===== config.mk =====
export PLATFORM = sky130hd
export DESIGN_NAME = vid_top
export DESIGN_NICKNAME = d
export VERILOG_FILES = /design/src/vid_pkg.sv /design/src/vid_pixel_fifo.sv /design/src/vid_raster_counter.sv /design/src/vid_regs.sv /design/src/vid_sync_fsm.sv /design/src/vid_top.sv
export VERILOG_INCLUDE_DIRS = /design/src
export SDC_FILE = /design/constraint.sdc
export NUM_CORES = 1
export LEC_CHECK = 0
export BUFFER_PORTS_ARGS = -buffer_cell sky130_fd_sc_hd__buf_4
export CAP_MARGIN = 5
export CORE_MARGIN = 4
export CORE_UTILIZATION = 50
export CTS_BUF_LIST = sky130_fd_sc_hd__clkbuf_2 sky130_fd_sc_hd__clkbuf_4 sky130_fd_sc_hd__clkbuf_8
export DETAILED_ROUTE_END_ITERATION = 10
export GPL_TIMING_DRIVEN = 1
export PLACE_DENSITY = 0.72
export SYNTH_ARGS = -nofsm -noshare
export SYNTH_HDL_FRONTEND = slang
export SYNTH_SLANG_ARGS = --single-unit

===== constraint.sdc =====
create_clock -name clk -period 13.8 [get_ports clk]
set_clock_uncertainty 0.05 [all_clocks]
set_input_delay 0.69 -clock clk [delete_from_list [all_inputs] [get_ports clk]]
set_output_delay 0.69 -clock clk [all_outputs]
set_load 0.03 [all_outputs]

===== src/vid_config.svh =====
`ifndef VID_CONFIG_SVH
`define VID_CONFIG_SVH

// Field widths of the timing registers
`define VID_TIMING_W    13
`define VID_PCNT_W      6

// Pixel FIFO geometry
`define VID_FIFO_DEPTH  16
`define VID_FIFO_AW     4

// APB register map, byte offsets
`define VID_ADDR_CTRL   8'h00
`define VID_ADDR_H1     8'h28
`define VID_ADDR_H2     8'h30
`define VID_ADDR_V1     8'h38
`define VID_ADDR_V2     8'h40
`define VID_ADDR_PIXEL  8'h58
`define VID_ADDR_STATUS 8'h5C

`endif


===== src/vid_pkg.sv =====
`include "vid_config.svh"

package vid_pkg;

    typedef struct packed {
        logic       psel;
        logic       penable;
        logic       pwrite;
        logic [7:0] paddr;
        logic [31:0] pwdata;
    } apb_req_t;

    typedef struct packed {
        logic [31:0] prdata;
        logic        pready;
        logic        pslverr;
    } apb_rsp_t;

    typedef struct packed {
        logic [7:0] r;
        logic [7:0] g;
        logic [7:0] b;
    } pixel_t;

    // H1/H2/V1/V2 layout, high field in 25:13
    typedef struct packed {
        logic [5:0]               pad;
        logic [`VID_TIMING_W-1:0] hi;
        logic [`VID_TIMING_W-1:0] lo;
    } timing_pair_t;

    typedef struct packed {
        logic [7:0] pad;
        pixel_t     px;
    } pixel_word_t;

    // One APB data word, seen either way
    typedef union packed {
        timing_pair_t timing;
        pixel_word_t  pixel;
    } vid_word_u;

    typedef struct packed {
        logic                     en;
        logic [`VID_PCNT_W-1:0]   pcnt;
        logic [`VID_TIMING_W-1:0] hend;
        logic [`VID_TIMING_W-1:0] hsize;
        logic [`VID_TIMING_W-1:0] hsync_start;
        logic [`VID_TIMING_W-1:0] hsync_end;
        logic [`VID_TIMING_W-1:0] vend;
        logic [`VID_TIMING_W-1:0] vsize;
        logic [`VID_TIMING_W-1:0] vsync_start;
        logic [`VID_TIMING_W-1:0] vsync_end;
    } timing_cfg_t;

    typedef struct packed {
        logic [`VID_TIMING_W-1:0] h_count;
        logic [`VID_TIMING_W-1:0] v_count;
        logic                     pixel_tick;
        logic                     line_end;
    } raster_pos_t;

    typedef struct packed {
        logic [`VID_FIFO_AW:0] level;
        logic                  empty;
        logic                  full;
        logic                  overflow;
        logic                  underflow;
    } fifo_status_t;

    typedef struct packed {
        logic   hsync;
        logic   hblank;
        logic   vsync;
        logic   vblank;
        pixel_t rgb;
    } video_out_t;

    typedef enum logic [1:0] {
        h_active,
        h_front_porch,
        h_sync,
        h_back_porch
    } h_phase_e;

endpackage


===== src/vid_pixel_fifo.sv =====
`timescale 1ns/1ps
`include "vid_config.svh"

module vid_pixel_fifo (
    input  logic                  clk,
    input  logic                  reset_n,
    input  logic                  push,
    input  vid_pkg::pixel_t       push_data,
    input  logic                  pop,
    input  logic                  flush,
    output vid_pkg::pixel_t       rgb,
    output vid_pkg::fifo_status_t fifo_status
);
    import vid_pkg::*;

    pixel_t                mem [`VID_FIFO_DEPTH];
    logic [`VID_FIFO_AW:0] wr_ptr;                  // MSB is the wrap bit
    logic [`VID_FIFO_AW:0] rd_ptr;
    logic                  full;
    logic                  empty;
    logic                  do_push;
    logic                  do_pop;
    logic                  overflow;
    logic                  underflow;

    assign empty   = (wr_ptr == rd_ptr);
    assign full    = (wr_ptr[`VID_FIFO_AW] != rd_ptr[`VID_FIFO_AW]) &&
                     (wr_ptr[`VID_FIFO_AW-1:0] == rd_ptr[`VID_FIFO_AW-1:0]);
    assign do_push = push & ~full;
    assign do_pop  = pop & ~empty;

    always_ff @(posedge clk) begin
        if (do_push) begin
            mem[wr_ptr[`VID_FIFO_AW-1:0]] <= push_data;
        end
    end

    always_ff @(posedge clk or negedge reset_n) begin
        if (!reset_n) begin
            wr_ptr    <= '0;
            rd_ptr    <= '0;
            overflow  <= 1'b0;
            underflow <= 1'b0;
        end else if (flush) begin
            wr_ptr    <= '0;
            rd_ptr    <= '0;
            overflow  <= 1'b0;
            underflow <= 1'b0;
        end else begin
            if (do_push) wr_ptr <= wr_ptr + 1'b1;
            if (do_pop) rd_ptr <= rd_ptr + 1'b1;
            if (push && full) overflow <= 1'b1;     // Sticky until flush
            if (pop && empty) underflow <= 1'b1;
        end
    end

    // Output stage, black when starved
    always_ff @(posedge clk or negedge reset_n) begin
        if (!reset_n) begin
            rgb <= '0;
        end else if (flush) begin
            rgb <= '0;
        end else if (pop) begin
            rgb <= empty ? '0 : mem[rd_ptr[`VID_FIFO_AW-1:0]];
        end
    end

    assign fifo_status.level     = wr_ptr - rd_ptr;
    assign fifo_status.empty     = empty;
    assign fifo_status.full      = full;
    assign fifo_status.overflow  = overflow;
    assign fifo_status.underflow = underflow;

endmodule


===== src/vid_raster_counter.sv =====
`timescale 1ns/1ps
`include "vid_config.svh"

module vid_raster_counter (
    input  logic                 clk,
    input  logic                 reset_n,
    input  vid_pkg::timing_cfg_t cfg,
    output vid_pkg::raster_pos_t pos
);

    logic [`VID_PCNT_W-1:0]   div_cnt;
    logic [`VID_TIMING_W-1:0] h_count;
    logic [`VID_TIMING_W-1:0] v_count;
    logic                     tick;
    logic                     line_end;

    // One tick every pcnt+1 clocks
    assign tick     = cfg.en & (div_cnt >= cfg.pcnt);
    assign line_end = tick & (h_count >= cfg.hend);

    always_ff @(posedge clk or negedge reset_n) begin
        if (!reset_n) begin
            div_cnt <= '0;
        end else if (!cfg.en || tick) begin
            div_cnt <= '0;
        end else begin
            div_cnt <= div_cnt + 1'b1;
        end
    end

    always_ff @(posedge clk or negedge reset_n) begin
        if (!reset_n) begin
            h_count <= '0;
            v_count <= '0;
        end else if (!cfg.en) begin
            h_count <= '0;                           // Raster restarts from the origin
            v_count <= '0;
        end else if (line_end) begin
            h_count <= '0;
            if (v_count >= cfg.vend) begin
                v_count <= '0;
            end else begin
                v_count <= v_count + 1'b1;
            end
        end else if (tick) begin
            h_count <= h_count + 1'b1;
        end
    end

    assign pos.h_count    = h_count;
    assign pos.v_count    = v_count;
    assign pos.pixel_tick = tick;
    assign pos.line_end   = line_end;

endmodule


===== src/vid_regs.sv =====
`timescale 1ns/1ps
`include "vid_config.svh"

module vid_regs (
    input  logic                  clk,
    input  logic                  reset_n,
    input  vid_pkg::apb_req_t     apb_req,
    output vid_pkg::apb_rsp_t     apb_rsp,
    input  vid_pkg::fifo_status_t fifo_status,
    output vid_pkg::timing_cfg_t  cfg,
    output logic                  push,
    output vid_pkg::pixel_t       push_data,
    output logic                  flush
);
    import vid_pkg::*;

    vid_word_u wr_word;
    vid_word_u rd_word;
    logic      access;
    logic      wr_en;
    logic      rd_en;
    logic      hit_ctrl;
    logic      hit_h1;
    logic      hit_h2;
    logic      hit_v1;
    logic      hit_v2;
    logic      hit_pixel;
    logic      hit_status;
    logic      mapped;

    assign wr_word = apb_req.pwdata;
    assign access  = apb_req.psel & apb_req.penable;   // Access phase only
    assign wr_en   = access & apb_req.pwrite;
    assign rd_en   = access & ~apb_req.pwrite;

    assign hit_ctrl   = (apb_req.paddr == `VID_ADDR_CTRL);
    assign hit_h1     = (apb_req.paddr == `VID_ADDR_H1);
    assign hit_h2     = (apb_req.paddr == `VID_ADDR_H2);
    assign hit_v1     = (apb_req.paddr == `VID_ADDR_V1);
    assign hit_v2     = (apb_req.paddr == `VID_ADDR_V2);
    assign hit_pixel  = (apb_req.paddr == `VID_ADDR_PIXEL);
    assign hit_status = (apb_req.paddr == `VID_ADDR_STATUS);
    assign mapped     = hit_ctrl | hit_h1 | hit_h2 | hit_v1 | hit_v2 | hit_pixel | hit_status;

    always_ff @(posedge clk or negedge reset_n) begin
        if (!reset_n) begin
            cfg <= '0;
        end else if (wr_en) begin
            if (hit_ctrl) begin
                cfg.en   <= apb_req.pwdata[3];
                cfg.pcnt <= apb_req.pwdata[9:4];
            end else if (hit_h1) begin
                cfg.hsize <= wr_word.timing.hi;
                cfg.hend  <= wr_word.timing.lo;
            end else if (hit_h2) begin
                cfg.hsync_start <= wr_word.timing.hi;
                cfg.hsync_end   <= wr_word.timing.lo;
            end else if (hit_v1) begin
                cfg.vsize <= wr_word.timing.hi;
                cfg.vend  <= wr_word.timing.lo;
            end else if (hit_v2) begin
                cfg.vsync_start <= wr_word.timing.hi;
                cfg.vsync_end   <= wr_word.timing.lo;
            end
        end
    end

    // FIFO drops the pixel itself when full
    assign push      = wr_en & hit_pixel;
    assign push_data = wr_word.pixel.px;
    assign flush     = wr_en & hit_ctrl & ~apb_req.pwdata[3];

    always_comb begin
        rd_word = '0;
        if (hit_ctrl) begin
            rd_word[3]   = cfg.en;
            rd_word[9:4] = cfg.pcnt;
        end else if (hit_h1) begin
            rd_word.timing.hi = cfg.hsize;
            rd_word.timing.lo = cfg.hend;
        end else if (hit_h2) begin
            rd_word.timing.hi = cfg.hsync_start;
            rd_word.timing.lo = cfg.hsync_end;
        end else if (hit_v1) begin
            rd_word.timing.hi = cfg.vsize;
            rd_word.timing.lo = cfg.vend;
        end else if (hit_v2) begin
            rd_word.timing.hi = cfg.vsync_start;
            rd_word.timing.lo = cfg.vsync_end;
        end else if (hit_status) begin
            rd_word[4:0] = fifo_status.level;
            rd_word[8]   = fifo_status.empty;
            rd_word[9]   = fifo_status.full;
            rd_word[10]  = fifo_status.overflow;
            rd_word[11]  = fifo_status.underflow;
        end
    end

    assign apb_rsp.prdata  = rd_en ? rd_word : '0;
    assign apb_rsp.pready  = 1'b1;                      // No wait states
    assign apb_rsp.pslverr = access & (~mapped | (rd_en & hit_pixel) |
                                       (wr_en & hit_pixel & fifo_status.full));

endmodule


===== src/vid_sync_fsm.sv =====
`timescale 1ns/1ps
`include "vid_config.svh"

module vid_sync_fsm (
    input  logic                 clk,
    input  logic                 reset_n,
    input  vid_pkg::timing_cfg_t cfg,
    input  vid_pkg::raster_pos_t pos,
    output logic                 pop,
    output logic                 hsync,
    output logic                 hblank,
    output logic                 vsync,
    output logic                 vblank
);
    import vid_pkg::*;

    h_phase_e                 phase;
    h_phase_e                 phase_d;
    logic [`VID_TIMING_W-1:0] h_next;
    logic                     v_visible;

    // Position the counter moves to on this tick
    assign h_next    = pos.line_end ? '0 : pos.h_count + 1'b1;
    assign v_visible = (pos.v_count < cfg.vsize);

    always_comb begin
        phase_d = phase;
        if (pos.pixel_tick) begin
            if (pos.line_end) begin
                phase_d = h_active;
            end else begin
                case (phase)
                    h_active: begin
                        if (h_next >= cfg.hsize) begin
                            // Skip an empty front porch
                            phase_d = (h_next >= cfg.hsync_start) ? h_sync : h_front_porch;
                        end
                    end
                    h_front_porch: begin
                        if (h_next >= cfg.hsync_start) begin
                            phase_d = h_sync;
                        end
                    end
                    h_sync: begin
                        if (h_next >= cfg.hsync_end) begin
                            phase_d = h_back_porch;
                        end
                    end
                    default: phase_d = phase;        // Back porch runs to line end
                endcase
            end
        end
    end

    always_ff @(posedge clk or negedge reset_n) begin
        if (!reset_n) begin
            phase <= h_active;
        end else if (!cfg.en) begin
            phase <= h_active;                       // Counters sit at 0
        end else begin
            phase <= phase_d;
        end
    end

    always_ff @(posedge clk or negedge reset_n) begin
        if (!reset_n) begin
            hsync  <= 1'b0;
            hblank <= 1'b1;
            vsync  <= 1'b0;
            vblank <= 1'b1;
        end else if (!cfg.en) begin
            hsync  <= 1'b0;
            hblank <= 1'b1;
            vsync  <= 1'b0;
            vblank <= 1'b1;
        end else begin
            hsync  <= (phase == h_sync);
            hblank <= (phase != h_active);
            vsync  <= (pos.v_count >= cfg.vsync_start) && (pos.v_count < cfg.vsync_end);
            vblank <= ~v_visible;
        end
    end

    // FIFO loads rgb on this edge, in step with the blank flags
    assign pop = pos.pixel_tick & cfg.en & (phase == h_active) & v_visible;

endmodule


===== src/vid_top.sv =====
`timescale 1ns/1ps

module vid_top (
    input  logic                clk,
    input  logic                reset_n,
    input  vid_pkg::apb_req_t   apb_req,
    output vid_pkg::apb_rsp_t   apb_rsp,
    output vid_pkg::video_out_t video
);
    import vid_pkg::*;

    timing_cfg_t  cfg;
    raster_pos_t  pos;
    fifo_status_t fifo_status;
    pixel_t       push_data;
    logic         push;
    logic         flush;
    logic         pop;

    vid_regs u_regs (
        .clk         (clk),
        .reset_n     (reset_n),
        .apb_req     (apb_req),
        .apb_rsp     (apb_rsp),
        .fifo_status (fifo_status),
        .cfg         (cfg),
        .push        (push),
        .push_data   (push_data),
        .flush       (flush)
    );

    vid_raster_counter u_counter (
        .clk     (clk),
        .reset_n (reset_n),
        .cfg     (cfg),
        .pos     (pos)
    );

    vid_sync_fsm u_sync (
        .clk     (clk),
        .reset_n (reset_n),
        .cfg     (cfg),
        .pos     (pos),
        .pop     (pop),
        .hsync   (video.hsync),
        .hblank  (video.hblank),
        .vsync   (video.vsync),
        .vblank  (video.vblank)
    );

    vid_pixel_fifo u_fifo (
        .clk         (clk),
        .reset_n     (reset_n),
        .push        (push),
        .push_data   (push_data),
        .pop         (pop),
        .flush       (flush),
        .rgb         (video.rgb),
        .fifo_status (fifo_status)
    );

endmodule

==> results of run 1 <==
-- cells by family after synthesis --
group | synth area share (%)
AOI/OAI and AO/OA | 7.47
xor gates and xnor gates | 0.770
adders and majority gates | 5.96
buffers and inverters | 3.64
DFF | 61.8
muxes | 12.8
other | 0.0287
and+or+nand+nor | 7.53
-- path summary, 6_finish.rpt --
check,from,endpoint,depth (start not counted)
max in group asynchronous,reset_n,u_fifo.rd_ptr[1],2
hold / removal,reset_n,u_fifo.rgb[22],1
hold reg to reg,u_counter.div_cnt[0],u_counter.div_cnt[0],1
setup reg to reg,u_counter.h_count[6],u_sync.phase[0],16
setup / recovery,u_counter.h_count[6],u_sync.phase[0],16
min in group clk,apb_req[24],u_regs.cfg[89],3
-- through the flow --
stage	cell area, um^2	cells
detailed placement	27600	2580
floorplan	26200	1870
finish	29700	2753
CTS	29700	2753
global placement	27600	2580
global route	29700	2753
-- sequential cells by signal, summed over array words and instances (netlist names) --
name               count
u_sync.hsync           1
u_counter.h_count     13
u_fifo.rgb            24
u_fifo.wr_ptr          5
u_regs.cfg           111
u_fifo.mem           384
u_sync.phase           2
u_fifo.rd_ptr          5
u_fifo.overflow        1
u_counter.div_cnt      6
u_fifo.underflow       1
u_sync.vsync           1
u_sync.vblank          1
u_sync.hblank          1
u_counter.v_count     13
-- power by group through the flow --
stage               sequential [mW]  combinational [mW]  clock [mW]
finish                         1.96               0.944        1.61
global route                   1.97                1.03        1.73
CTS                            1.96               0.961        1.63
detailed placement             1.99               0.959           0
global placement               1.99               0.942           0
floorplan                      2.01               0.662           0
-- per-layer routing --
layer	vias up	wire length, um	GRT usage (%)
li1	7258	-	-
met1	8422	28000	33.4
met2	694	32200	38.7
met3	144	4830	4.43
met4	0	2550	9.27
met5	-	0	0
-- area by class of cell --
cell class                 instances  share of cell area (%)
sequential                       569                    54.5
multi-input combinational       1077                    30.8
clock buffer                     143                    5.92
timing repair buffer             126                    3.21
tap                              680                    2.87
inverter                         128                    1.62
clock inverter                    30                    1.08
-- critical path: cells and delay by family, from the launching register on --
family / cells / cell delay (ns)
compound gates: 6 / 1.73
flops: 1 / 0.46
simple gates: 8 / 2.34
fa+ha+maj: 2 / 0.67
-- cell usage after synthesis (4+ instances only) --
cell,instances
o211ai_1,8
xnor2_1,13
o21ai_0,113
buf_4,16
nor2_1,87
o221ai_1,18
and3_1,16
mux2i_1,27
nor3b_1,4
buf_2,29
xor2_1,10
nor3_1,11
nand3_1,26
o22ai_1,21
nand2_1,181
nor4_1,4
mux2_2,29
a221oi_1,5
mux2_1,5
mux4_2,120
clkbuf_1,43
nor2b_1,12
ha_1,123
or3_1,10
a21oi_1,86
a21o_1,22
a31oi_1,7
nand2b_1,14
edfxtp_1,384
dfrtp_1,183
and2_1,13
a211oi_1,7
o21a_1,5
a211o_1,4
buf_1,6
inv_1,127
a221o_1,5
nand4_1,15
==> flow_summary.yaml, run 1 <==
run_status:
  outcome: "finished, final reports clean"
critical_path:
  crit_chain: "ha_1 -> nand4_1 -> nor3b_1 -> o31a_1 -> o32a_1 -> nand2b_1 -> nor2_1 -> nor2_1 -> ha_1 -> and2_1 -> a221o_1 -> or3_1 -> o221ai_1 -> nand2_1 -> a211o_1 -> a31oi_1"
  endpoint_kind: "flop"
  arrival_ns: 5.87
  start_kind: "flop"
  critPathSlowestCell: "nor2_1"
  critPathMaxStageDelay_ns: 0.65
  r2r_setup_slack_ns: 8.46
  crit_type: "reg2reg"
  worstPathMaxFanout: 12
  worstPathRequired_ns: 14.33
route:
  viasPerCell: 6.00
  drtIter0Drc: 1419
  wl_per_cell_um: 24.5
  wl_mm: 67.5
  drt_pre_antenna_iters: 5
  num_vias: 16518
  route.detailed.drc: 0
  postRouteAntennaNets: 0
synthesis:
  synth-seq-cells: 569
  yosysTopAreaCell: "edfxtp_1"
  yosys_warnings: 0
  synth-async-reset-ratio_pct: 32.5
  synth_cell_types: 74
  ys_seq_area_share_pct: 61.8
  syn_area_um2: 26200
  synth_edf_count: 384
  netlist_instances: 1865
  syn_area_per_cell_um2: 14.0
  synth_area_leaders: "edfxtp_1 44%, dfrtp_1 18%, mux4_2 10%, ha_1 5.9%, nand2_1 2.6%"
  yosys_most_used_dff: "edfxtp_1"
  synth_top_area_share_pct: 44.1
timing:
  fin_crit_ns: 5.34
  grt_setup_unrepaired: "no"
  setup_ws_ns: 8.46
  final_hold_viol_count: 0
  slew_headroom_pct: 26.1
  slew_violations: 0
  finalSetupTns_ns: 0
  max_freq_mhz: 187
  fin_crit_sh_pct: 38.7
  setup-violations-final: 0
  whs_ns: 0.0508
  worstMarginPinSlew_ns: 1.11
finish:
  n_antenna_cell: 0
  area_growth_syn_to_layout_pct: 13.4
  utilization_pct: 57.6
  nFillCells: 4008
  seq_area_um2: 16200
  nNetsFinal: 2164
  final_cell_mix: "384 x edfxtp_1, 181 x nand2_1, 181 x dfrtp_1"
  drive_gt1_share_pct: 22.6
  layout_commonest_cell: "edfxtp_1"
  multiInputGateArea_um2: 9140
clock_tree:
  cts_sinks: 569
  path_clk_slew_ns: 0.06
  clk-insertion-delay-late_ns: 0.70
  clockRootBuffer: "clkbuf_8"
  clock_path_buffers: 3
  cts_buffers: 93
  htree_levels: 3
  postCtsSetupRepairBufs: 0
  cts_resized: 0
  holdBufCountCts: 0
  cts_tree: "done"
floorplanning:
  die-area_um2: 56100
  ioPinCount: 107
  fp.dieH_um: 237
  num_rows: 83
  core_um2: 51500
  initial_utilization_pct: 50.8
  die_w_um: 237
flow_run:
  drv_cap: 0
power:
  power_frac_seq_pct: 43.4
  switching_power_mw: 1.24
  pwr-share-comb_pct: 20.9
  p_int_mw: 3.27
  leakagePower_nw: 12.0
  power_density_nw_per_um2: 152
  power_mw: 4.51
  pwr-share-clk_pct: 35.6
  switching_share_pct: 27.5
  irDropWorstVdd_uv: 84.0
place:
  dp_slack_ns: 8.53
  port_buffers: 93
  place.gp.congestion: 0.925
  dpl.hpwl_mm: 42.8
global_route:
  antenna_found_initial: 0
  grt_pass1_vias: 16948
  grt_max_degree: 107
  grt_use_total_pct: 24.2
  grt_remaining_overflow: 0
  grt_pass1_wl_mm: 103
hold_path:
  hold_path.class: "in2async"
(Power assumes the default switching activity.)
==> run 2: changes to the inputs <==
--- a/config.mk
+++ b/config.mk
@@ -13,7 +13,7 @@
 export CTS_BUF_LIST = sky130_fd_sc_hd__clkbuf_2 sky130_fd_sc_hd__clkbuf_4 sky130_fd_sc_hd__clkbuf_8
 export DETAILED_ROUTE_END_ITERATION = 10
 export GPL_TIMING_DRIVEN = 1
-export PLACE_DENSITY = 0.72
+export PLACE_DENSITY = 0.74
 export SYNTH_ARGS = -nofsm -noshare
 export SYNTH_HDL_FRONTEND = slang
 export SYNTH_SLANG_ARGS = --single-unit
==> constraint.sdc (replaced) <==
create_clock -name clk -period 4.4 [get_ports clk]
set_clock_uncertainty 0.05 [all_clocks]
set_input_delay 0.22 -clock clk [delete_from_list [all_inputs] [get_ports clk]]
set_output_delay 0.22 -clock clk [all_outputs]
set_load 0.03 [all_outputs]
==> run 2 against run 1 <==
Net effect:
- sequential power grew to 3.1 times the previous value
- via count is 1.9% higher
- clock power grew to 2.9 times the previous value
- register-to-register slack worse by 8.1 ns
==> flow_summary.yaml, run 2 (synthesized netlist as in run 1, its figures left out) <==
run_status:
  outcome: "finished, final reports clean"
finish:
  final_cell_mix: "384 x edfxtp_1, 181 x nand2_1, 181 x dfrtp_1"
  area_growth_syn_to_layout_pct: 14.5
  drive_gt1_share_pct: 22.6
  largest_reg_flops: 384
  utilization_pct: 58.2
  layout_commonest_cell: "edfxtp_1"
  nNetsFinal: 2208
  nFillCells: 4010
  multiInputGateArea_um2: 9150
  seq_area_um2: 16200
timing:
  fin_crit_sh_pct: 92.8
  grt_setup_unrepaired: "no"
  setup-violations-final: 0
  worstMarginPinSlew_ns: 0.925
  slew_headroom_pct: 38.3
  final_hold_viol_count: 0
  finalSetupTns_ns: 0
  max_freq_mhz: 245
  whs_ns: 0.0686
  slew_violations: 0
  fin_crit_ns: 4.08
global_route:
  grt_use_total_pct: 24.1
  grt_pass1_wl_mm: 103
  grt_max_degree: 101
  grt_pass1_vias: 17105
  grt_remaining_overflow: 0
  antenna_found_initial: 0
power:
  power_density_nw_per_um2: 460
  irDropWorstVdd_uv: 463
  leakagePower_nw: 12.2
critical_path:
  start_kind: "flop"
  arrival_ns: 4.62
  endpoint_kind: "flop"
  worstPathRequired_ns: 4.94
  crit_type: "reg2reg"
  worstPathMaxFanout: 8
floorplanning:
  core_um2: 51500
  die_w_um: 237
  die-area_um2: 56100
  num_rows: 83
  ioPinCount: 107
  fp.dieH_um: 237
  initial_utilization_pct: 50.8
clock_tree:
  clk-insertion-delay-late_ns: 0.70
  cts_sinks: 569
  htree_levels: 3
  clockRootBuffer: "clkbuf_8"
  clock_path_buffers: 3
  path_clk_slew_ns: 0.06
  cts_tree: "done"
  cts_buffers: 91
route:
  postRouteAntennaNets: 0
  wl_per_cell_um: 24.3
  wl_mm: 67.7
  viasPerCell: 6.04
  num_vias: 16838
  route.detailed.drc: 0
  drt_pre_antenna_iters: 5
  drtIter0Drc: 1801
flow_run:
  drv_cap: 0
place:
  dpl.hpwl_mm: 43.4
  port_buffers: 93
  place.gp.congestion: 0.929
hold_path:
  hold_path.class: "in2reg"
run 2: cell type report:
class / count / share of cell area, %
diodes: 2 / 0.0167
clock buffers: 131 / 5.45
clock inverters: 28 / 0.760
inverters: 128 / 1.60
multi-input cells: 1077 / 30.5
flip-flops and latches: 569 / 54.0
well taps: 680 / 2.84
repair buffers: 172 / 4.83
run 2: stage by stage:
step | total power, mW | worst slack [ns] | instances | cell area, um^2
after global routing | 14.4 | 0.0391 | 2785 | 30000
after CTS | 13.9 | 0.233 | 2785 | 29900
final | 13.8 | 0.316 | 2787 | 30000
after detailed placement | 9.30 | 0.248 | 2596 | 27800
after floorplan | 8.39 | 0.0485 | 1870 | 26200
after global placement | 9.22 | 0.315 | 2596 | 27800
run 2: metal layers:
layer | track usage (%) | part of all wire (%) | vias to the layer above
met4 | 8.09 | 3.3 | 0
li1 | - | - | 7345
met1 | 32.6 | 40 | 8517
met2 | 39.6 | 49 | 811
met3 | 4.65 | 8.0 | 165
met5 | 0 | 0 | -
run 2: repair_timing:
action | in CTS | in global routing
hold buffers | 30 | 0
setup buffers | 0 | 0
gates resized for setup | 0 | 5
endpoints found under the hold margin | 581 | 0
setup endpoints to repair | 0 | 2
run 2: report_power, final:
group / internal (mW) / leakage [nW] / total (mW) / switching, mW
combinational: 1.50 / 5.60 / 3.08 / 1.57
sequential: 5.91 / 5.58 / 6.09 / 0.179
clock: 2.52 / 0.987 / 4.63 / 2.11
total: 9.94 / 12.2 / 13.8 / 3.86
run 2: worst max-delay path, cell delays in order (launching register included):
cell and delay (ns):
dfrtp_1 0.45, ha_1 0.32, nand4_1 0.13, nor3b_1 0.24
o31a_1 0.20, o32a_1 0.19, nand2b_1 0.09, buf_4 0.19
o21ai_0 0.38, ha_1 0.31, nand2b_1 0.14, a21o_1 0.17
a211oi_1 0.27, nor2_1 0.10, o211a_1 0.28, a211o_1 0.30
a31oi_1 0.17
run 2: path summary, 6_finish.rpt:
kind                                      start              endpoint  slack, ns  depth (start not counted)
max                        u_counter.h_count[8]       u_sync.phase[1]       0.32                         16
min                                 apb_req[37]       u_fifo.overflow       0.07                          5
max reg2reg                u_counter.h_count[8]       u_sync.phase[1]       0.32                         16
min reg2reg                u_counter.div_cnt[0]  u_counter.div_cnt[0]       0.46                          1
max in group asynchronous               reset_n  u_counter.div_cnt[3]       3.04                          3
min in group asynchronous               reset_n         u_fifo.rgb[0]       0.11                          2
